File: src/cpu_pkg.sv
package cpu_pkg;

	localparam int DATA_N = 8;
	localparam int ADDR_N = 16;

	typedef logic [DATA_N - 1:0] data_t;
	typedef logic [ADDR_N - 1:0] addr_t;

	localparam addr_t RESET_VECTOR = 16'hfffc;
	localparam data_t STACK_PAGE = 8'h01;

	// Constants on the ALU A side
	localparam data_t CONST_A0 = 8'h00;
	localparam data_t CONST_A1 = 8'hff;
	// Constants on the ALU B side, 30 marks the pushed one and brk bits
	localparam data_t CONST_B0 = 8'h01;
	localparam data_t CONST_B1 = 8'h30;

	// Status update masks
	localparam data_t FLAGS_NZ = 8'h82;
	localparam data_t FLAGS_NVZC = 8'hc3;
	localparam data_t FLAG_C = 8'h01;

	typedef enum logic [4:0] {
		op_lda, op_sta, op_adc, op_sbc, op_and, op_ora, op_eor,
		op_ldx, op_ldy, op_tax, op_txa, op_txs, op_inx, op_dex,
		op_clc, op_sec, op_php, op_jmp, op_nop
	} opcode_e;

	typedef enum logic [1:0] {
		md_imp, md_imm, md_zp, md_abs
	} mode_e;

	typedef enum logic [3:0] {
		alu_pass_a, alu_pass_b, alu_add, alu_sub, alu_and,
		alu_or, alu_xor, alu_inc, alu_dec
	} alu_func_e;

	typedef enum logic [2:0] {
		as_pc, as_ad, as_zp, as_stack, as_vec_lo, as_vec_hi, as_jmp
	} addr_sel_e;

	typedef struct packed {
		logic acc;
		logic x;
		logic sp;
		logic p;
		logic pcl;
		logic pch;
		logic adl;
		logic con;
		logic consel;
	} alu_bus_a_t;

	typedef struct packed {
		logic bus;
		logic con;
		logic consel;
	} alu_bus_b_t;

	typedef struct packed {
		logic acc;
		logic x;
		logic y;
		logic sp;
		logic pcl;
		logic pch;
		logic adl;
		logic adh;
	} alu_bus_o_t;

	typedef struct packed {
		data_t mask;
		data_t set;
		data_t clr;
	} flag_mask_t;

	typedef struct packed {
		logic sign;
		logic overflow;
		logic one;
		logic brk;
		logic decimal;
		logic intr;
		logic zero;
		logic carry;
	} status_t;

	typedef union packed {
		data_t raw;
		status_t f;
	} status_u;

	typedef struct packed {
		alu_bus_a_t abus_a;
		alu_bus_b_t abus_b;
		alu_bus_o_t abus_o;
		alu_func_e alu_func;
		flag_mask_t flags;
		logic ir_we;
		logic pc_inc;
		addr_sel_e addr_sel;
		logic bus_we;
		logic bus_oe;
	} ctrl_t;

endpackage

File: src/pc.sv
`timescale 1ns/1ps

module pc (
	input logic clk,
	input logic reset,
	input logic inc,
	input logic wel,
	input logic weh,
	input cpu_pkg::data_t in,
	output cpu_pkg::addr_t pc
);

always_ff @(posedge clk) begin
	if (reset) begin
		pc <= '0;
	end else if (inc) begin
		pc <= pc + 16'h0001;
	end else begin
		if (wel)
			pc[7:0] <= in;
		if (weh)
			pc[15:8] <= in;
	end
end

// Increment and byte load come from different cycles
assert property (@(posedge clk) disable iff (reset) !(inc && (wel || weh)));

endmodule

File: config.mk
export PLATFORM = sky130hd
export DESIGN_NAME = pc
export DESIGN_NICKNAME = d
export VERILOG_FILES = /design/src/cpu_pkg.sv /design/src/pc.sv
export SDC_FILE = /design/constraint.sdc
export NUM_CORES = 1
export LEC_CHECK = 0
export BUFFER_PORTS_ARGS = -buffer_cell sky130_fd_sc_hd__buf_4
export CORE_MARGIN = 5
export CORE_UTILIZATION = 48
export DETAILED_ROUTE_END_ITERATION = 10
export PLACE_DENSITY = 0.75
export SETUP_SLACK_MARGIN = 0.4
export SLEW_MARGIN = 20
export SYNTH_ARGS = -nofsm -noshare
export SYNTH_HDL_FRONTEND = slang
export SYNTH_SLANG_ARGS = --single-unit
File: constraint.sdc
create_clock -name clk -period 2.34 [get_ports clk]
set_input_delay 0.234 -clock clk [delete_from_list [all_inputs] [get_ports clk]]
set_output_delay 0.234 -clock clk [all_outputs]
set_load 0.01 [all_outputs]
**After elaboration in Yosys (flattened, before gate mapping)**

Cells that the tools add are included.
W data, S select, Z words.

- Reductions and logical operators: 2
- Add/subtract/negate cells: 1
- Muxes and demuxes: 3

Operators with widths:

| kind | count |
|---|---|
| $add A16 B1 Y16 const B | 1 |
| $mux W16 | 1 |
| $mux W8 | 2 |
| $reduce_bool A2 Y1 | 2 |

- Word-level logic and storage cells: 8
- Bits of input ports: 13
- Register bits after elaboration: 16
- Output and inout port bits: 16

**Longest topological paths before layout**

- Word-level depth: 2
- Gate-level depth with buffers: 6

**Worst setup path before layout**

OpenSTA, ideal clock, no wires.

- Path kind: flip-flop to flip-flop
- Start point: register pc[0]
- End point: register pc[14]
- Slack: 0.564 ns
- Data required time: 2.266 ns
- Stages on the path, launching flop included: 6
- Data arrival time: 1.702 ns
- Path buffers: 0
- Cells stage by stage: dfxtp_1 ha_1 nand2_1 or4_4 or3_1 a31oi_1

- Longest elaborated chain between the ends: 2

Ends and longest elaborated chain:

| element | RTL line | text |
|---|---|---|
| from (decl) | pc.sv:10 | `output cpu_pkg::addr_t pc` |
| from (signal assigned) | pc.sv:17 | `pc <= pc + 16'h0001;` |
| from (signal assigned) | pc.sv:20 | `pc[7:0] <= in;` |
| $add A16 B1 Y16 | pc.sv:17 |  |
| $mux W16 | pc.sv:16 | `end else if (inc) begin` |

No other way between the ends.
A chain may end at the register's enable or synchronous reset.

**Worst setup path after layout**

- Start point: register pc[3]
- End point: register pc[14]

The elaborated chain is that of the path after synthesis.

==> results.py <==
metrics = {
    "critical_path": {
        "crit_path_end": "pc[14]",
        "arrival_ns": 2.03,
        "rrSetupSlack_ns": 0.54,
        "worstPathMaxFanout": 7,
        "path_delay_family": "simple AND/OR/NAND/NOR gates",
        "path_depth": 4,
        "start_kind": "flop",
        "critPathRequiredTime_ns": 2.57,
        "reg2reg_to": "pc[14]",
        "path_cells": "nand3_2, or4_4, or3_1, a31oi_1",
        "cp_slowest_cell": "or4_4",
        "regToRegStartpoint": "pc[3]",
        "cp-end-kind": "flop",
        "crit_type": "flop to flop",
        "r2r_cells": 4,
        "cpPeakStageDelay_ns": 0.60,
        "cp_num_buf_inv": 0,
        "crit_path_start": "pc[3]",
    },
    "routing": {
        "firstDrtPassIters": 4,
        "drt_iter0_markers": 62,
        "avgRoutedWirePerCell_um": 15.7,
        "drc": 0,
        "routed_wl_um": 2760,
        "vias": 1101,
        "ant_nets": 0,
        "avgViaCountPerCell": 6.26,
    },
    "global_route": {
        "grt_pass1_vias": 998,
        "grt_overflow_total": 0,
        "grt_use_total_pct": 20.2,
        "grt_max_degree": 26,
        "antenna_found_initial": 0,
        "grt_pass1_wl_um": 4290,
    },
    "place": {
        "gp_congestion": 0.878,
        "dpl.hpwl_um": 2080,
        "io_buffers": 28,
    },
    "clock_network": {
        "cts_max_path_buffers": 2,
        "root_buffer": "clkbuf_4",
        "htree_levels": 1,
        "numClockSinks": 16,
        "cts_tree": "yes",
        "clock_latency_ns": 0.29,
        "numCtsBuffers": 3,
        "clk_pin_slew_ns": 0.10,
        "ctsHoldBuffers": 0,
    },
    "synthesis": {
        "yosys-top-cells-count": "dfxtp_1 (16), nand2_1 (15), nor2_1 (12)",
        "synth_top_area_share_pct": 33.7,
        "syn_nets": 135,
        "synthCells": 121,
        "yosysUniqueCellTypes": 36,
        "ys_ff_latch": 16,
        "synthFlopType": "dfxtp_1",
        "netlist_top_cells_area": "dfxtp_1 (34%), nand2_1 (5.9%), nor2_1 (4.7%)",
        "netlist_area_sq_um": 951,
        "yosysSeqAreaShare_pct": 33.7,
        "yosys_warnings": 0,
        "synthArstFlopShare_pct": 0,
        "avgSynthCellArea_sq_um": 7.86,
        "yosys.area.top_type": "dfxtp_1",
        "synth-edff-count": 0,
        "synth.most_common_cell": "dfxtp_1",
    },
    "final_layout": {
        "num_antenna_cells": 0,
        "layout-drive-gt1-share_pct": 26.8,
        "fin_nets": 164,
        "largest-register": "pc",
        "area_delta_synth_final_pct": 28.2,
        "top_regs": "pc: 16 flops",
        "largest_reg_flops": 16,
    },
    "die": {
        "start_util_pct": 49.5,
        "die_x_um": 54.5,
        "rows": 16,
        "dieArea_sq_um": 2970,
        "core_sq_um": 1920,
        "die_h_um": 54.5,
        "ioPinCount": 29,
    },
    "pwr": {
        "irDropWorstVdd_v": 0.000356,
        "power_density_nw_per_um2": 504,
        "leakage_nw": 0.449,
    },
    "timing": {
        "finalSetupTns_ns": 0,
        "fmax_ghz": 0.554,
        "fin_worst_skew_ns": 0.00190,
        "setup_viol": 0,
        "min_period_ns": 1.80,
        "tightest_slew_ns": 0.537,
        "finalMaxSlewViolations": 0,
        "timing.final.crit_share_pct": 77.1,
        "max_slew_margin_pct": 64.1,
        "fin_hold_ws_ns": 0.203,
        "rsz0062_at_grt": "no",
        "finalHoldViolCount": 0,
    },
    "worst_hold_path": {
        "hp-class": "input pin to flop",
    },
    "run": {
        "maxCapViolations": 0,
    },
    "outcome": {
        "status": "finished, final reports clean",
    },
}
==> report_power, final <==
group | internal, W | switching (W) | leakage [nW] | total [W]
clock | 0.0000949 | 0.0000933 | 0.0210 | 0.000188
sequential | 0.000288 | 0.0000263 | 0.132 | 0.000315
combinational | 0.0000570 | 0.0000547 | 0.296 | 0.000112
total | 0.000440 | 0.000174 | 0.449 | 0.000614
==> cell families (layout without fill, tap and decap cells) <==
| logic type | count (synthesis) | after routing | share of synthesized area [%] |
|---|---|---|---|
| buf+inv | 5 | 33 | 1.97 |
| compound gates | 31 | 31 | 22.6 |
| simple gates | 65 | 65 | 37.2 |
| mux | 3 | 3 | 3.16 |
| fa+ha+maj | 1 | 1 | 1.32 |
| flops | 16 | 16 | 33.7 |
==> cells in the final DEF, fill, tap and decap left out, types with 2 or more instances in the layout <==
master,n
nand4b_1,3
a31o_2,2
nand2b_1,2
clkbuf_4,3
o31ai_1,2
nor3b_1,3
nor2b_1,5
nand4_1,5
buf_4,28
a21o_1,2
dfxtp_1,14
nor2_1,12
nand2_1,15
a21oi_1,5
mux2i_1,3
o211ai_1,2
a31oi_1,5
a221oi_1,3
nor4_1,3
o21ai_0,3
a211oi_1,2
nor3_1,3
dfxtp_2,2
nand3_1,5
or3_1,3
==> area by class of cell <==
cell class                      count  area [sq um]
Timing Repair Buffer               28           210
Inverter                            1          3.75
Tap cell                           27          33.8
Sequential cell                    16           323
Multi-Input combinational cell    100           612
Clock buffer                        4          36.3
Fill cell                         184           703
==> worst min-delay path by stage <==
| stage | startpoint | end | slack, ns | cells past startpoint |
|---|---|---|---|---|
| global route | in[2] | pc[10] | 0.21 | 3 |
| floorplan | in[2] | pc[10] | 0.38 | 2 |
| finish | in[0] | pc[0] | 0.20 | 3 |
| detailed placement | in[0] | pc[0] | 0.51 | 3 |
| global placement | in[0] | pc[0] | 0.51 | 3 |
| CTS | in[0] | pc[0] | 0.20 | 3 |
==> worst reg2reg max path, delay by kind of cell (launching register included) <==
kind            cells  cell delay (ns)
flops               1             0.44
simple gates        3             1.15
compound gates      1             0.16
==> metrics by stage <==
stage | cells | util (%) | total power [W] | setup slack, ns | cell area [sq um]
6_report | 176 | 63.4 | 0.000614 | 0.536 | 1220
5_1_grt | 176 | 63.4 | 0.000641 | 0.434 | 1220
4_1_cts | 176 | 63.3 | 0.000617 | 0.457 | 1220
3_5_place_dp | 172 | 61.4 | 0.000431 | 0.495 | 1180
3_3_place_gp | 172 | 61.4 | 0.000429 | 0.562 | 1180
2_1_floorplan | 121 | - | 0.000371 | 0.564 | 951
==> timing repair <==
action                     CTS  global route
gates resized for setup      0             2
setup buffers                0             0
setup endpoints to repair    0             2
==> routing by layer <==
layer,wire [um],track usage (%),part of all wire (%)
met1,1140,24.7,41
met2,1310,33.9,47
met3,237,3.27,8.6
met4,74,10.4,2.7
met5,0,0,0
Power figures use the tool's default switching activity.
