$ cat src/cpu_pkg.sv
package cpu_pkg;

	localparam int DATA_N = 8;
	localparam int ADDR_N = 16;

	typedef logic [DATA_N - 1:0] data_t;
	typedef logic [ADDR_N - 1:0] addr_t;

	localparam addr_t RESET_VECTOR = 16'hfffc;
	localparam data_t STACK_PAGE = 8'h01;

	// Constants on the ALU A side
	localparam data_t CONST_A0 = 8'h00;
	localparam data_t CONST_A1 = 8'hff;
	// Constants on the ALU B side, 30 marks the pushed one and brk bits
	localparam data_t CONST_B0 = 8'h01;
	localparam data_t CONST_B1 = 8'h30;

	// Status update masks
	localparam data_t FLAGS_NZ = 8'h82;
	localparam data_t FLAGS_NVZC = 8'hc3;
	localparam data_t FLAG_C = 8'h01;

	typedef enum logic [4:0] {
		op_lda, op_sta, op_adc, op_sbc, op_and, op_ora, op_eor,
		op_ldx, op_ldy, op_tax, op_txa, op_txs, op_inx, op_dex,
		op_clc, op_sec, op_php, op_jmp, op_nop
	} opcode_e;

	typedef enum logic [1:0] {
		md_imp, md_imm, md_zp, md_abs
	} mode_e;

	typedef enum logic [3:0] {
		alu_pass_a, alu_pass_b, alu_add, alu_sub, alu_and,
		alu_or, alu_xor, alu_inc, alu_dec
	} alu_func_e;

	typedef enum logic [2:0] {
		as_pc, as_ad, as_zp, as_stack, as_vec_lo, as_vec_hi, as_jmp
	} addr_sel_e;

	typedef struct packed {
		logic acc;
		logic x;
		logic sp;
		logic p;
		logic pcl;
		logic pch;
		logic adl;
		logic con;
		logic consel;
	} alu_bus_a_t;

	typedef struct packed {
		logic bus;
		logic con;
		logic consel;
	} alu_bus_b_t;

	typedef struct packed {
		logic acc;
		logic x;
		logic y;
		logic sp;
		logic pcl;
		logic pch;
		logic adl;
		logic adh;
	} alu_bus_o_t;

	typedef struct packed {
		data_t mask;
		data_t set;
		data_t clr;
	} flag_mask_t;

	typedef struct packed {
		logic sign;
		logic overflow;
		logic one;
		logic brk;
		logic decimal;
		logic intr;
		logic zero;
		logic carry;
	} status_t;

	typedef union packed {
		data_t raw;
		status_t f;
	} status_u;

	typedef struct packed {
		alu_bus_a_t abus_a;
		alu_bus_b_t abus_b;
		alu_bus_o_t abus_o;
		alu_func_e alu_func;
		flag_mask_t flags;
		logic ir_we;
		logic pc_inc;
		addr_sel_e addr_sel;
		logic bus_we;
		logic bus_oe;
	} ctrl_t;

endpackage

$ cat src/alu.sv
`timescale 1ns/1ps

module alu (
	input cpu_pkg::data_t a,
	input cpu_pkg::data_t b,
	input cpu_pkg::alu_func_e func,
	input logic cin,
	output cpu_pkg::data_t out,
	output logic cout,
	output logic sign,
	output logic zero,
	output logic ovf
);

cpu_pkg::data_t b_op;

// Subtract adds the complement of B, borrow is the inverted carry
assign b_op = (func == cpu_pkg::alu_sub) ? ~b : b;

always_comb begin
	out = a;
	cout = cin;
	ovf = 1'b0;
	case (func)
		cpu_pkg::alu_pass_a: out = a;
		cpu_pkg::alu_pass_b: out = b;
		cpu_pkg::alu_add, cpu_pkg::alu_sub: begin
			{cout, out} = {1'b0, a} + {1'b0, b_op} + {8'h00, cin};
			ovf = (a[7] == b_op[7]) && (out[7] != a[7]);
		end
		cpu_pkg::alu_and: out = a & b;
		cpu_pkg::alu_or: out = a | b;
		cpu_pkg::alu_xor: out = a ^ b;
		cpu_pkg::alu_inc: out = a + 8'h01;
		cpu_pkg::alu_dec: out = a - 8'h01;
		default: out = a;
	endcase
end

assign sign = out[7];
assign zero = (out == 8'h00);

endmodule

$ cat config.mk
export PLATFORM = sky130hd
export DESIGN_NAME = alu
export DESIGN_NICKNAME = d
export VERILOG_FILES = /design/src/cpu_pkg.sv /design/src/alu.sv
export SDC_FILE = /design/constraint.sdc
export NUM_CORES = 1
export LEC_CHECK = 0
export BUFFER_PORTS_ARGS = -buffer_cell sky130_fd_sc_hd__buf_2
export CAP_MARGIN = 20
export CORE_ASPECT_RATIO = 2
export CORE_MARGIN = 4
export CORE_UTILIZATION = 53
export DETAILED_ROUTE_END_ITERATION = 7
export PLACE_DENSITY_LB_ADDON = 0.08
export SLEW_MARGIN = 20
export SYNTH_ARGS = -nofsm -noshare
export SYNTH_HDL_FRONTEND = slang
export SYNTH_SLANG_ARGS = --single-unit
export TNS_END_PERCENT = 30
$ cat constraint.sdc
create_clock -name vclk -period 4.4
set_input_delay 0.66 -clock vclk [all_inputs]
set_output_delay 0.66 -clock vclk [all_outputs]
set_load 0.1 [all_outputs]
# Word-level counts from Yosys, hierarchy flattened
# Index checks and enable logic that the tools add are counted.
dict set report totals {
  in_bits 21
  ram_bits 0
  wordCells 25
  ff_bits 0
  out_inout_bits 12
  latchBits 0
  mem_count 0
  rom_bits 0
}
dict set report op_classes {
  muxes 4
  n_mul 0
  n_addsub 4
  div 0
  shift 0
  eq_ne 10
  n_reduce_logical 3
  bitwise_logic 4
  order_cmp 0
}
# operator n
set ops {}
lappend ops {{$pmux 8 s7} 1}
lappend ops {{$eq 4x3->1 const B} 4}
lappend ops {{$add 8x8->9} 1}
lappend ops {{$add 9x1->9} 1}
lappend ops {{$add 8x1->8 const B} 1}
lappend ops {{$and 8x8->8} 1}
lappend ops {{$eq 4x2->1 const B} 2}
lappend ops {{$logic_not 8->1} 1}
lappend ops {{$mux 8} 1}
lappend ops {{$not 8->8} 1}
lappend ops {{$or 8x8->8} 1}
lappend ops {{$sub 8x1->8 const B} 1}
lappend ops {{$xor 8x8->8} 1}
lappend ops {{$eq 4x1->1 const B} 1}
lappend ops {{$eq 4x4->1 const B} 1}
lappend ops {{$mux 1} 2}
lappend ops {{$reduce_or 2->1} 1}
lappend ops {{$eq 1x1->1} 1}
lappend ops {{$logic_and 1x1->1} 1}
lappend ops {{$ne 1x1->1} 1}

# Logic depth before layout (Yosys ltp)
dict set report depth {
  depth_word 7
  mapped_depth 15
  ltp_nobuf 13
}

# Least setup slack after synthesis
# OpenSTA, ideal clock, no wires.
dict set report synth_timing {
  path_type {input to output}
  startpoint {input port func[2]}
  endpoint {output port zero}
  t_arrival_ns 5.835
  stages 14
  setup_slack_ns -2.095
  required_time_ns 3.740
  path_cell_list {clkbuf_1 > nor2_1 > and3_1 > clkbuf_1 > xnor2_1 > fa_1 > inv_1 > fa_1 > nand3_1 > a21boi_0 > or3_1 > o2111ai_1 > or4b_1 > nor3_2}
}
dict set report synth_via {
  elab_chain_len 6
}
# element line
set synth_lines {}
lappend synth_lines {{start: declaration} alu.sv:6} ;# input cpu_pkg::alu_func_e func,
lappend synth_lines {{$eq 4x2->1} {alu.sv:18, alu.sv:24}}
lappend synth_lines {{$mux 8} alu.sv:18} ;# assign b_op = (func == cpu_pkg::alu_sub) ? ~b : b;
lappend synth_lines {{$add 8x8->9} alu.sv:28} ;# {cout, out} = {1'b0, a} + {1'b0, b_op} + {8'h00, cin};
lappend synth_lines {{$add 9x1->9} alu.sv:28}
lappend synth_lines {{$pmux 8 s7 *} alu.sv:24} ;# case (func)
lappend synth_lines {{named net out[4]} alu.sv:8} ;# output cpu_pkg::data_t out,
lappend synth_lines {{$logic_not 8->1 *} alu.sv:41} ;# assign zero = (out == 8'h00);
lappend synth_lines {{end: declaration} alu.sv:11} ;# output logic zero,
# Mark *: on every way through the listed nets, which the timed path passes. The rest lies on a longest branch.

# Worst setup path in the final report
dict set report layout_timing {
  startpoint {input port func[3]}
  endpoint {output port zero}
}
dict set report layout_via {
  elab_chain_len 6
}
# element line
set layout_lines {}
lappend layout_lines {{$eq 4x2->1} {alu.sv:18, alu.sv:24}}
lappend layout_lines {{$mux 8} alu.sv:18}
lappend layout_lines {{$add 8x8->9} alu.sv:28}
lappend layout_lines {{$add 9x1->9} alu.sv:28}
lappend layout_lines {{$pmux 8 s7 *} alu.sv:24}
lappend layout_lines {{$logic_not 8->1 *} alu.sv:41}
# Every way passes the cells marked *; elsewhere a longest branch is shown, timed or not.

==> impl_results.md <==
* Number of antenna violations at the first check in global routing at 0
* Period utilization at between 90% and 100%
* CP top delay family: simple AND/OR/NAND/NOR gates
* Critical Path AT at about 3.7 ns
* Worst Tran Pin Value at 0.5423 ns
* Most common library cells after synthesis: ha_1, inv_1, a21oi_1
* Max transition margin at between 60% and 70%
* Synth Net Count at about 280
* Clock buffer cells at 0
* I/O pins at 33
* Per-cell routed wire length at between 15 and 20 um
* Minimum clock period at ~4.4 ns
* Post-synthesis sequential area ratio at 0%
* Grt total ovfl at 0
* DP HPWL at 4229 um
* Core area at 2943 um^2
* Max-Cap Viols at 0
* Mapped cell area at 1598 um^2
* Iter 0 DRT Violations at 59
* Die area at between 4000 and 5000 um^2
* Finish-stage setup viols at 0
* Port-buffer cells at 33
* CP cell instances: buf_2 -> nor2_4 -> and3_4 -> xnor2_2 -> fa_2 -> inv_1 -> fa_2 -> xor2_1 -> a22o_1 -> a22o_1 -> a211o_1 -> nor3_1 -> or4b_4 -> nor3_4 -> buf_12
* Yosys warning count at 0
* Post-route ant nets at 0
* Critical-path top delay cell: or4b_4
* CP Launch Type: primary input
* Sequential Power Share at 0%
* Synth top area share at between 10% and 20%
* Initial core utilization at between 50 and 60%
* Main combinational cell family by area after synthesis: simple AND/OR/NAND/NOR gates
* Compound-Gate Fraction of Synth Area at between 20% and 30%
* Inst Count DP at roughly 300
* Fill cell count at approximately 280
* Min-Delay Path Class: in -> out
* Post-Synth Simple-Gate Area at around 30%
* Cell variety after synth at a little under 60
* Post-synthesis mux area share at under 10%
* P_int at around 0.12 mW
* Pre-antenna DRT Iters at 5
* Switching share of total power at approximately two thirds
* PwrDens at between 150 and 200 nW/um^2
* Site row count at 28
* Clock share of power at 0%
* Fmax achieved at roughly 0.23 GHz
* CP Buf/Inv Count at 3
* Die X at about 47 um
* Worst IR drop on VDD at 0.0001095 V
* Pin count of the biggest net entering global routing at 26
* Synth area leaders: ha_1, a21oi_1, xnor2_1, inv_1, nor3_1
* Unrepaired setup endpoints after global routing: yes
* Worst setup EP type: output port
* Mean Syn Cell Area at between 6 and 7 um^2
* Antenna diode count at 0
* Synth area leader: ha_1
* Final hold violation count at 0
* Overall Power at ~0.34 mW
* Most frequent cell after synthesis: ha_1
* Net Sw Power at ~0.22 mW
* DRC errors left at 0
* Layout area overhead at 25.69%
* Layout cells sized above 1 at a little over a quarter
* Final hold slack at between 1.5 and 2 ns
* Max incr delay on CP at just over 0.5 ns
* Register area at 0 um^2
* Post-route insts no fill at 296
* Leak at 0.8806 nW
* Status: complete, no violations
* GP Congestion at around 0.96
* Gate power share at 100.0%
* First-pass GRT wire length at 8355 um
* Post-Synth Adder-Cell Area at between 20% and 30%
* Setup Fix Bufs, Post-CTS at 0
* Synth Area in XOR/XNOR at under 10%
* GRT Resource Usage Total at approximately 27%
* Nets at about 320
* Mapped Cells at 234
* Setup TNS at 0 ns
* Sequential cell count at 0
* Chip height at between 80 and 90 um
* Worst-path fanout max at 2
* Vias at 1925
* Vias in the first global route at 1879
* Total wire length at ~5200 um
* Crit path kind: in -> out
* Required @ worst endpoint at ~3.7 ns
* Via density at ~6.5
* Slew Viols, Final at 0
[through the flow]
stage | utilization (%) | setup WS, ns | instance area, um^2
6_report | 68.24 | 0.02623 | 2008
5_1_grt | 68.24 | -0.07565 | 2008
4_1_cts | 67.47 | 0.0001918 | 1986
3_5_place_dp | 66.84 | -0.1163 | 1967
3_3_place_gp | 66.84 | -0.01597 | 1967
2_1_floorplan | - | -1.772 | 1707
[final cells by class]
| class | instances | area (um^2) | share of cell area (%) |
|---|---|---|---|
| inverters | 22 | 82.58 | 4.112 |
| repair buffers | 48 | 356.6 | 17.76 |
| multi-input cells | 196 | 1531 | 76.26 |
| well taps | 30 | 37.54 | 1.869 |
[worst paths after layout]
check | startpoint | end | slack (ns) | cells after the start
max | func[3] | zero | 0.03 | 15
min | a[6] | out[6] | 1.85 | 4
[layout by cell type (no fill, tap or decap), drive strengths merged, types with 5 or more instances in the layout]
cell type,n
nor2,16
nor3,13
a21oi,22
nand3,7
o21ai,12
buf,48
nor3b,6
ha,24
inv,22
xnor2,12
nand2,14
o22ai,5
[routing by layer]
metal | GRT usage (%) | up-vias | share of wire (%) | wire (um)
li1 | - | 919 | - | -
met1 | 29.06 | 883 | 34 | 1767
met2 | 49.07 | 96 | 53 | 2771
met3 | 1.681 | 27 | 6.2 | 324
met4 | 14.11 | 0 | 7.1 | 371
met5 | 0 | - | 0 | 0
[repair_timing]
item | 4_1_cts | 5_1_grt
hold buffers | 0 | 0
endpoints found under the setup margin | 1 | 3
resized for setup | 4 | 5
pin swaps | 1 | 5
[logic make-up (layout without fill, tap and decap cells)]
logic type | Yosys count | count (layout)
xor gates and xnor gates | 13 | 13
and+or+nand+nor | 84 | 84
buffers and inverters | 38 | 70
AOI/OAI and AO/OA | 69 | 69
muxes | 4 | 4
adders and majority gates | 26 | 26
[power by group through the flow]
stage,Combinational [mW],Clock [mW],Sequential [mW]
after floorplan,0.240,0,0
after global placement,0.324,0,0
after detailed placement,0.329,0,0
after CTS,0.332,0,0
after global routing,0.359,0,0
final,0.337,0,0
(Power assumes the default switching activity.)
