===== src/cpu_pkg.sv =====
package cpu_pkg;

	localparam int DATA_N = 8;
	localparam int ADDR_N = 16;

	typedef logic [DATA_N - 1:0] data_t;
	typedef logic [ADDR_N - 1:0] addr_t;

	localparam addr_t RESET_VECTOR = 16'hfffc;
	localparam data_t STACK_PAGE = 8'h01;

	// Constants on the ALU A side
	localparam data_t CONST_A0 = 8'h00;
	localparam data_t CONST_A1 = 8'hff;
	// Constants on the ALU B side, 30 marks the pushed one and brk bits
	localparam data_t CONST_B0 = 8'h01;
	localparam data_t CONST_B1 = 8'h30;

	// Status update masks
	localparam data_t FLAGS_NZ = 8'h82;
	localparam data_t FLAGS_NVZC = 8'hc3;
	localparam data_t FLAG_C = 8'h01;

	typedef enum logic [4:0] {
		op_lda, op_sta, op_adc, op_sbc, op_and, op_ora, op_eor,
		op_ldx, op_ldy, op_tax, op_txa, op_txs, op_inx, op_dex,
		op_clc, op_sec, op_php, op_jmp, op_nop
	} opcode_e;

	typedef enum logic [1:0] {
		md_imp, md_imm, md_zp, md_abs
	} mode_e;

	typedef enum logic [3:0] {
		alu_pass_a, alu_pass_b, alu_add, alu_sub, alu_and,
		alu_or, alu_xor, alu_inc, alu_dec
	} alu_func_e;

	typedef enum logic [2:0] {
		as_pc, as_ad, as_zp, as_stack, as_vec_lo, as_vec_hi, as_jmp
	} addr_sel_e;

	typedef struct packed {
		logic acc;
		logic x;
		logic sp;
		logic p;
		logic pcl;
		logic pch;
		logic adl;
		logic con;
		logic consel;
	} alu_bus_a_t;

	typedef struct packed {
		logic bus;
		logic con;
		logic consel;
	} alu_bus_b_t;

	typedef struct packed {
		logic acc;
		logic x;
		logic y;
		logic sp;
		logic pcl;
		logic pch;
		logic adl;
		logic adh;
	} alu_bus_o_t;

	typedef struct packed {
		data_t mask;
		data_t set;
		data_t clr;
	} flag_mask_t;

	typedef struct packed {
		logic sign;
		logic overflow;
		logic one;
		logic brk;
		logic decimal;
		logic intr;
		logic zero;
		logic carry;
	} status_t;

	typedef union packed {
		data_t raw;
		status_t f;
	} status_u;

	typedef struct packed {
		alu_bus_a_t abus_a;
		alu_bus_b_t abus_b;
		alu_bus_o_t abus_o;
		alu_func_e alu_func;
		flag_mask_t flags;
		logic ir_we;
		logic pc_inc;
		addr_sel_e addr_sel;
		logic bus_we;
		logic bus_oe;
	} ctrl_t;

endpackage


===== src/idec.sv =====
`timescale 1ns/1ps

module idec (
	input cpu_pkg::data_t ins,
	output cpu_pkg::opcode_e opcode,
	output cpu_pkg::mode_e mode
);

always_comb begin
	opcode = cpu_pkg::op_nop;
	mode = cpu_pkg::md_imp;
	case (ins)
		8'ha9: begin opcode = cpu_pkg::op_lda; mode = cpu_pkg::md_imm; end
		8'ha5: begin opcode = cpu_pkg::op_lda; mode = cpu_pkg::md_zp; end
		8'had: begin opcode = cpu_pkg::op_lda; mode = cpu_pkg::md_abs; end
		8'h85: begin opcode = cpu_pkg::op_sta; mode = cpu_pkg::md_zp; end
		8'h8d: begin opcode = cpu_pkg::op_sta; mode = cpu_pkg::md_abs; end
		8'h69: begin opcode = cpu_pkg::op_adc; mode = cpu_pkg::md_imm; end
		8'h65: begin opcode = cpu_pkg::op_adc; mode = cpu_pkg::md_zp; end
		8'h6d: begin opcode = cpu_pkg::op_adc; mode = cpu_pkg::md_abs; end
		8'he9: begin opcode = cpu_pkg::op_sbc; mode = cpu_pkg::md_imm; end
		8'he5: begin opcode = cpu_pkg::op_sbc; mode = cpu_pkg::md_zp; end
		8'hed: begin opcode = cpu_pkg::op_sbc; mode = cpu_pkg::md_abs; end
		8'h29: begin opcode = cpu_pkg::op_and; mode = cpu_pkg::md_imm; end
		8'h25: begin opcode = cpu_pkg::op_and; mode = cpu_pkg::md_zp; end
		8'h2d: begin opcode = cpu_pkg::op_and; mode = cpu_pkg::md_abs; end
		8'h09: begin opcode = cpu_pkg::op_ora; mode = cpu_pkg::md_imm; end
		8'h05: begin opcode = cpu_pkg::op_ora; mode = cpu_pkg::md_zp; end
		8'h0d: begin opcode = cpu_pkg::op_ora; mode = cpu_pkg::md_abs; end
		8'h49: begin opcode = cpu_pkg::op_eor; mode = cpu_pkg::md_imm; end
		8'h45: begin opcode = cpu_pkg::op_eor; mode = cpu_pkg::md_zp; end
		8'h4d: begin opcode = cpu_pkg::op_eor; mode = cpu_pkg::md_abs; end
		8'ha2: begin opcode = cpu_pkg::op_ldx; mode = cpu_pkg::md_imm; end
		8'ha0: begin opcode = cpu_pkg::op_ldy; mode = cpu_pkg::md_imm; end
		// Implied group
		8'haa: opcode = cpu_pkg::op_tax;
		8'h8a: opcode = cpu_pkg::op_txa;
		8'h9a: opcode = cpu_pkg::op_txs;
		8'he8: opcode = cpu_pkg::op_inx;
		8'hca: opcode = cpu_pkg::op_dex;
		8'h18: opcode = cpu_pkg::op_clc;
		8'h38: opcode = cpu_pkg::op_sec;
		8'h08: opcode = cpu_pkg::op_php;
		8'hea: opcode = cpu_pkg::op_nop;
		8'h4c: begin opcode = cpu_pkg::op_jmp; mode = cpu_pkg::md_abs; end
		default: begin
			opcode = cpu_pkg::op_nop;
			mode = cpu_pkg::md_imp;
		end
	endcase
end

endmodule


===== config.mk =====
export PLATFORM = sky130hd
export DESIGN_NAME = idec
export DESIGN_NICKNAME = d
export VERILOG_FILES = /design/src/cpu_pkg.sv /design/src/idec.sv
export SDC_FILE = /design/constraint.sdc
export NUM_CORES = 1
export LEC_CHECK = 0
export BUFFER_PORTS_ARGS = -buffer_cell sky130_fd_sc_hd__buf_2
export CORE_AREA = 10 10 47 49
export DETAILED_ROUTE_END_ITERATION = 8
export DIE_AREA = 0 0 57 59
export GPL_TIMING_DRIVEN = 0
export PLACE_DENSITY_LB_ADDON = 0.2
export SLEW_MARGIN = 20
export SYNTH_ARGS = -nofsm -noshare
export SYNTH_HDL_FRONTEND = slang
export SYNTH_SLANG_ARGS = --single-unit

===== constraint.sdc =====
create_clock -name vclk -period 1.6
set_input_delay 0 -clock vclk [all_inputs]
set_output_delay 0 -clock vclk [all_outputs]
set_load 0.01 [all_outputs]

[Yosys cells after proc, flatten, opt, wreduce, memory -nomap -nowiden]
Index checks and enable logic that the tools add are counted.
Operators by class
  muxes and demuxes: 2
  reductions and logical operators: 10
  eq/ne operators: 31
Operators by type and width (count)
  == test 8 bit, second input constant: 15
  one-hot mux 5 bit (18 select lines): 1
  == test 8 x 7 -> 1 bit, second input constant: 7
  == test 8 x 6 -> 1 bit, second input constant: 4
  == test 8 x 4 -> 1 bit, second input constant: 3
  OR reduction 3 bit: 6
  OR reduction 8 bit: 2
  == test 8 x 3 -> 1 bit, second input constant: 1
  == test 8 x 5 -> 1 bit, second input constant: 1
  OR reduction 7 bit: 1
  one-hot mux 2 bit (3 select lines): 1
  OR reduction 2 bit: 1
Storage, ports and cells
  word-level logic and storage cells: 43
  bits in registers: 0

[Logic depth before layout (Yosys ltp)]
Gate-level depths: netlist of the first run.
  depth after elaboration: 3
  mapped depth: 6
  mapped depth without buffers: 5

[Worst setup path before layout of the first run]
Ideal clock, no wire load.
  kind: input to output
  from: input port ins[6]
  to: output port opcode[1]
  path buffers: 1
  arrival: 1560 ps
  setup slack: 40 ps
  stages: 6
  data required time: 1600 ps
  cells stage by stage: buf_4 > or4_4 > or4b_4 > a21boi_4 > nand4_2 > nand4_1
On the way
  cells in the longest elaborated chain, start to end: 3
RTL lines
  from (decl): RTL line idec.sv:4  | input cpu_pkg::data_t ins,
  == test 8 x 7 -> 1 bit (tied with other cells): RTL line idec.sv:12  | case (ins)
  OR reduction 3 bit (no line) or OR reduction 2 bit (tied branches)
  one-hot mux 5 bit (18 select lines) *: RTL line idec.sv:12
  to (decl): RTL line idec.sv:5  | output cpu_pkg::opcode_e opcode,
Mark *: on every way between the ends. The rest lies on a longest branch, timed or not.

[Final worst setup path of the first run]
Same ends and word-level chain as after synthesis.

==> results.cfg, run 1 <==
[status]
status = complete, no violations

[synth]
syn-instance-count = 68
synth.area.top_cells = sky130_fd_sc_hd__nor3_1 (6.6%), sky130_fd_sc_hd__nand2_1 (6.6%), sky130_fd_sc_hd__xor2_1 (5.7%), sky130_fd_sc_hd__a21oi_1 (4.4%), sky130_fd_sc_hd__a21boi_4 (4.1%)
synth-warning-count = 0
post-synth-top-area-fraction_pct = 6.557
synth.cell_area_um2 = 457.9
synthesis.area_per_instance_um2 = 6.734
synth_area_leader_cell = sky130_fd_sc_hd__nor3_1
synth-seq-area-share_pct = 0
netlist-cell-type-count = 36
synth_most_common_cell = sky130_fd_sc_hd__nand2_1
synth.cells.most_frequent = sky130_fd_sc_hd__nand2_1 (8), sky130_fd_sc_hd__nor3_1 (6), sky130_fd_sc_hd__clkbuf_1 (5)
postSynthNetCount = 76

[floorplanning]
core_area_um2 = 1401
num_rows = 14
die_w_um = 57
die_height_um = 59
die_area_um2 = 3363
initial_core_util_pct = 32.68
design.portCount = 15

[grt]
grt_residual_overflow = 0
groute.usage.overall_pct = 8.448
grt_pass1_wl_um = 2559
antenna_violations_before_repair = 0
grt_start_max_net_pins = 11
grt_pass1_vias = 578

[final_layout]
post_route_cell_area_um2 = 595.6
insertedDiodeCount = 0
register_area_um2 = 0
finalNetCount = 94
area_delta_synth_final_pct = 30.05
sequential_cell_total = 0
share_of_cells_above_drive_strength_1_pct = 30.95
n_fill_cell = 153
nClkBuffers = 0

[timing]
report.final.slew_viol_count = 0
grt_setup_unrepaired = yes
final-hold-violation-count = 0
period_share_pct = 98.72
slew_headroom_pct = 65.71
tightest_slew_ps = 509.7
finalSetupViolCount = 0
setup_total_negative_slack_ps = 0
final_period_minus_worst_setup_slack_ps = 1580
timing.fmax_mhz = 633.1

[detailed_routing]
post_drt_via_cell_ratio = 5.810
finalWirelength_um = 1478
route.vias.total = 581
detailedRoute.firstPassIterationCount = 4
drt-initial-drc-count = 11
remaining_drc_errors = 0
wire_per_inst_um = 14.78
antenna_violating_nets_post_route = 0

[setup_path]
setup.worst_path.class = in -> out
crit_path_cell_trace = buf_12 -> or4_4 -> nor4_1 -> nor3_1 -> nand4_2 -> nand4_1 -> buf_2
crit_arrival_ps = 1580
crit_fanout = 3
worst-endpoint-required_ps = 1600
worstSetupEndpointType = output port
slowest_delay_ps = 530
slowest_stage = sky130_fd_sc_hd__or4_4
cp-start-kind = primary input

[min_path]
worst_hold_path.endpoint = mode[1]
hold_start = ins[2]
worst_min_delay_path_category = in -> out
hold_depth = 3

[placement]
dpl.hpwl_um = 1115
placed_area_um2 = 538.0
gp_congestion = 0.8066
port-buffer-count = 12

[power]
p_leak_uw = 0.0002457
powerDensity_nw_per_um2 = 198.8
peak_supply_drop_mv = 0.1184

[flow_run]
max_cap_violations = 0

[clocking]
cts_hold_repair.buffers = 0
[cell type report]
cell class / instances / area [um2] / area share [%]
multi-input cells: 60 / 415.4 / 69.75
repair buffers: 16 / 90.09 / 15.13
plain buffers: 8 / 70.07 / 11.76
well taps: 16 / 20.02 / 3.361
[worst max-delay path: cells and delay by family]
kind                   cells  cell delay [ps]
AND/OR/NAND/NOR            5             1330
buffers and inverters      2              240
[where the power goes]
group / internal [uW] / switching, uW
Combinational: 52.1 / 66.2
Clock: 0 / 0
Sequential: 0 / 0
[cell usage in the layout, fill, tap and decap left out, drive strengths merged, types with 2 or more instances in the layout]
| cell | count |
|---|---|
| buf | 19 |
| nand2 | 8 |
| nor3 | 6 |
| clkbuf | 5 |
| nor2 | 4 |
| a21oi | 4 |
| nand2b | 3 |
| xor2 | 3 |
| nand3 | 3 |
| nor2b | 2 |
| a31oi | 2 |
| nor4 | 2 |
| o22ai | 2 |
| or4b | 2 |
| nand4 | 2 |
[worst max path at each step]
stage	end	slack [ps]	startpoint
6_report	opcode[1]	20	ins[6]
5_1_grt	opcode[1]	-30	ins[6]
4_1_cts	opcode[1]	3	ins[2]
3_5_place_dp	opcode[1]	-110	ins[6]
3_3_place_gp	opcode[1]	-100	ins[6]
2_1_floorplan	opcode[1]	40	ins[6]
[metrics by stage]
| stage | power (uW) | setup WS (ps) | std cells | hold WS, ps | util, % |
|---|---|---|---|---|---|
| global route | 130.2 | -28.33 | 100 | 392.2 | 42.50 |
| detailed placement | 105.3 | -108.0 | 96 | 404.7 | 38.39 |
| finish | 118.4 | 20.46 | 100 | 369.4 | 42.50 |
| floorplan | 72.92 | 40.50 | 68 | 140.7 | - |
| CTS | 111.6 | 3.223 | 98 | 408.0 | 40.54 |
| global placement | 104.2 | -95.63 | 96 | 402.7 | 38.39 |
[per-layer routing]
| metal | up-vias | wire, um | GRT usage [%] |
|---|---|---|---|
| met3 | 2 | 62 | 1.073 |
| met1 | 263 | 694 | 10.85 |
| met5 | - | 0 | 0 |
| met4 | 0 | 21 | 1.342 |
| li1 | 303 | - | - |
| met2 | 13 | 699 | 14.73 |
[kinds of logic (layout without fill, tap and decap cells)]
kind of cell / after synthesis / count (layout) / share of synthesized area (%)
xor gates and xnor gates: 3 / 3 / 5.739
and+or+nand+nor: 39 / 39 / 53.82
AOI/OAI and AO/OA: 18 / 18 / 31.15
buffers and inverters: 8 / 24 / 9.289
[what timing repair did]
action                                  4_1_cts  5_1_grt
pin swaps                                     3        0
buffers inserted                              2        2
endpoints found under the setup margin        2        2
gates resized for setup                       4        3
(Power assumes the default switching activity.)
==> inputs of run 2 (changes only) <==
--- a/config.mk
+++ b/config.mk
@@ -11,6 +11,7 @@
 export DIE_AREA = 0 0 57 59
 export GPL_TIMING_DRIVEN = 0
 export PLACE_DENSITY_LB_ADDON = 0.2
+export RECOVER_POWER = 100
 export SLEW_MARGIN = 20
 export SYNTH_ARGS = -nofsm -noshare
 export SYNTH_HDL_FRONTEND = slang
==> results.cfg, run 2 (synthesis results as in run 1) <==
[floorplanning]
die_w_um = 57
core_area_um2 = 1401
num_rows = 14
design.portCount = 15
die_height_um = 59
initial_core_util_pct = 32.68
die_area_um2 = 3363

[detailed_routing]
remaining_drc_errors = 0
drt-initial-drc-count = 11
antenna_violating_nets_post_route = 0
finalWirelength_um = 1478
detailedRoute.firstPassIterationCount = 4
post_drt_via_cell_ratio = 5.810
route.vias.total = 581
wire_per_inst_um = 14.78

[final_layout]
insertedDiodeCount = 0
n_fill_cell = 156
finalNetCount = 94
sequential_cell_total = 0
final_cells = 100
layout_commonest_cell = sky130_fd_sc_hd__clkbuf_1
share_of_cells_above_drive_strength_1_pct = 26.19
register_area_um2 = 0
nClkBuffers = 0
mostFrequentLayoutCells = sky130_fd_sc_hd__clkbuf_1 (9), sky130_fd_sc_hd__nand2_1 (8), sky130_fd_sc_hd__buf_2 (7), sky130_fd_sc_hd__nor3_1 (6)
post_route_cell_area_um2 = 590.6
area_delta_synth_final_pct = 28.96

[timing]
setup_total_negative_slack_ps = 0
slew_headroom_pct = 65.71
report.final.slew_viol_count = 0
final_period_minus_worst_setup_slack_ps = 1580
timing.fmax_mhz = 633.1
grt_setup_unrepaired = yes
final_critical_path_setup_slack_ps = 20.46
final-hold-violation-count = 0
period_share_pct = 98.72
tightest_slew_ps = 509.7
finalSetupViolCount = 0

[grt]
grt_pass1_vias = 578
grt_start_max_net_pins = 11
antenna_violations_before_repair = 0
groute.usage.overall_pct = 8.448
grt_residual_overflow = 0
grt_pass1_wl_um = 2559

[status]
status = complete, no violations

[min_path]
worst_min_delay_path_category = in -> out

[placement]
place_ws_ps = -108.0
placed_area_um2 = 538.0
place.detailed.instances = 96
dpl.hpwl_um = 1115
port-buffer-count = 12
gp_congestion = 0.8066

[setup_path]
setup.worst_path.class = in -> out
crit_arrival_ps = 1580
crit_fanout = 3
worst-endpoint-required_ps = 1600
cp-start-kind = primary input
worstSetupEndpointType = output port

[power]
powerDensity_nw_per_um2 = 199.3
p_leak_uw = 0.0002279
peak_supply_drop_mv = 0.1184
design_power_total_uw = 117.7

[flow_run]
max_cap_violations = 0
[run 2: cell count changes in the layout (fill, tap and decap cells not counted), sizes merged]
cell and delta:
buf -5, clkbuf +5
[run 2: cell type report]
class / count / area, um2 / area share (%)
plain buffers: 8 / 70.07 / 11.86
multi-input cells: 60 / 415.4 / 70.34
well taps: 16 / 20.02 / 3.390
repair buffers: 16 / 85.08 / 14.41
[run 2: timing repair]
action | CTS | global route
cloned | 0 | 0
buffers inserted | 2 | 2
endpoints found under the setup margin | 2 | 2
gates resized for setup | 4 | 3
hold buffers | 0 | 0
pin swaps | 3 | 0
[run 2: critical path, cell delays in order]
cell                      delay, ps
sky130_fd_sc_hd__buf_12         100
sky130_fd_sc_hd__or4_4          530
sky130_fd_sc_hd__nor4_1         460
sky130_fd_sc_hd__nor3_1         140
sky130_fd_sc_hd__nand4_2        130
sky130_fd_sc_hd__nand4_1         70
sky130_fd_sc_hd__buf_2          140
[run 2: path summary, 6_finish.rpt]
path	depth (start not counted)	start	slack, ps	end
setup / recovery	7	ins[6]	20	opcode[1]
hold / removal	3	ins[2]	400	mode[1]
[run 2: where the power goes]
part           switching (uW)  internal, uW  total [uW]
clock                       0             0           0
sequential                  0             0           0
combinational            66.4          51.3         118
total                    66.4          51.3         118
[run 2: stage by stage]
| step | hold WS, ps | util (%) |
|---|---|---|
| 6_report | 399.7 | 42.14 |
| 5_1_grt | 429.0 | 42.14 |
| 3_5_place_dp | 404.7 | 38.39 |
| 3_3_place_gp | 402.7 | 38.39 |
| 4_1_cts | 408.0 | 40.54 |
| 2_1_floorplan | 140.7 | - |
[run 2: per-layer routing]
layer	wire [um]	GRT usage, %	up-vias
li1	-	-	303
met1	695	10.85	263
met2	699	14.73	13
met3	62	1.073	2
met4	21	1.342	0
met5	0	0	-
==> inputs of run 3 (changes only) <==
--- a/config.mk
+++ b/config.mk
@@ -9,7 +9,6 @@
 export CORE_AREA = 10 10 47 49
 export DETAILED_ROUTE_END_ITERATION = 8
 export DIE_AREA = 0 0 57 59
-export GPL_TIMING_DRIVEN = 0
 export PLACE_DENSITY_LB_ADDON = 0.2
 export RECOVER_POWER = 100
 export SLEW_MARGIN = 20
==> results.cfg, run 3 (synthesis results as in run 1) <==
[final_layout]
n_fill_cell = 171
register_area_um2 = 0
mostFrequentLayoutCells = sky130_fd_sc_hd__buf_2 (10), sky130_fd_sc_hd__buf_4 (9), sky130_fd_sc_hd__nand2_1 (8), sky130_fd_sc_hd__nor3_1 (6)
insertedDiodeCount = 0
area_delta_synth_final_pct = 31.97
final_cells = 101
layout_commonest_cell = sky130_fd_sc_hd__buf_2
sequential_cell_total = 0
finalNetCount = 95
share_of_cells_above_drive_strength_1_pct = 36.47
nClkBuffers = 0
multiInputGateArea_um2 = 427.9

[placement]
dpl.hpwl_um = 1295
port-buffer-count = 15
place.detailed.instances = 101
gp_congestion = 0.8367
place_ws_ps = -50.71

[setup_path]
cp-start-kind = primary input
worstSetupEndpointType = output port
worst-endpoint-required_ps = 1600
crit_arrival_ps = 1630
setup.worst_path.class = in -> out
crit_fanout = 2

[grt]
groute.usage.overall_pct = 8.714
grt_pass1_vias = 563
grt_start_max_net_pins = 17
antenna_violations_before_repair = 0
grt_pass1_wl_um = 2608
grt_residual_overflow = 0

[floorplanning]
die_area_um2 = 3363
design.portCount = 15
die_w_um = 57
num_rows = 14
die_height_um = 59
core_area_um2 = 1401
initial_core_util_pct = 32.68

[detailed_routing]
antenna_violating_nets_post_route = 0
drt-initial-drc-count = 5
detailedRoute.firstPassIterationCount = 4
wire_per_inst_um = 15.84
finalWirelength_um = 1600
remaining_drc_errors = 0
post_drt_via_cell_ratio = 6.000
route.vias.total = 606

[power]
design_power_total_uw = 119.5
p_leak_uw = 0.0002464
peak_supply_drop_mv = 0.08560
powerDensity_nw_per_um2 = 197.8

[timing]
final-hold-violation-count = 0
final_period_minus_worst_setup_slack_ps = 1633
period_share_pct = 102.1
timing.fmax_mhz = 612.2
report.final.slew_viol_count = 0
setup_total_negative_slack_ps = -33.32
tightest_slew_ps = 354.8
final_critical_path_setup_slack_ps = -33.32
finalSetupViolCount = 1
slew_headroom_pct = 76.30
grt_setup_unrepaired = yes

[status]
failed_checks = negative setup slack
status = complete, but fails checks

[flow_run]
max_cap_violations = 0

[min_path]
worst_hold_path.endpoint = mode[0]
hold_start = ins[3]
hold_depth = 4
worst_min_delay_path_category = in -> out

[clocking]
cts_hold_repair.buffers = 0
==> run 3: cell types whose count changed in the layout (fill, tap and decap cells not counted), sizes merged <==
cell / before / now
clkbuf: 10 / 4
buf: 14 / 21
==> run 3: worst max-delay path, stage by stage <==
cell and delay [ps]:
sky130_fd_sc_hd__buf_6 90, sky130_fd_sc_hd__or4_4 530, sky130_fd_sc_hd__or4b_4 530, sky130_fd_sc_hd__a21boi_4 160, sky130_fd_sc_hd__nand4_2 80, sky130_fd_sc_hd__nand4_1 100
sky130_fd_sc_hd__buf_2 150
==> run 3: metal layers <==
metal	GRT usage, %	up-vias	share of wire (%)
met3	1.502	0	5.8
met5	0	-	0
met2	15.35	17	51
met4	1.007	0	0
li1	-	300	-
met1	10.99	289	43
==> run 3: where the power goes <==
group	internal (uW)	total [uW]	leakage, uW	switching (uW)
combinational	48.8	120	0.000246	70.7
sequential	0	0	0	0
clock	0	0	0	0
total	48.8	120	0.000246	70.7
==> run 3: cell type report <==
cell class	count	area share, %
multi-input cells	60	70.81
well taps	16	3.313
repair buffers	25	25.88
==> run 3: worst max path at each step <==
stage / endpoint / slack (ps) / startpoint
floorplan: opcode[1] / 40 / ins[6]
global placement: opcode[1] / -40 / ins[4]
detailed placement: opcode[1] / -50 / ins[4]
CTS: opcode[1] / -40 / ins[4]
finish: opcode[1] / -30 / ins[4]
global route: opcode[1] / -70 / ins[4]
==> run 3: through the flow <==
step	hold slack, ps	utilization [%]	area, um2
floorplan	140.7	-	457.9
global placement	368.8	41.79	585.6
detailed placement	374.1	41.79	585.6
CTS	376.3	42.68	598.1
global route	405.5	43.13	604.3
finish	381.1	43.13	604.3
==> run 3: repair_timing <==
item | CTS | global route
buffers inserted | 0 | 0
setup endpoints to repair | 2 | 4
resized for setup | 2 | 2
cloned | 0 | 0
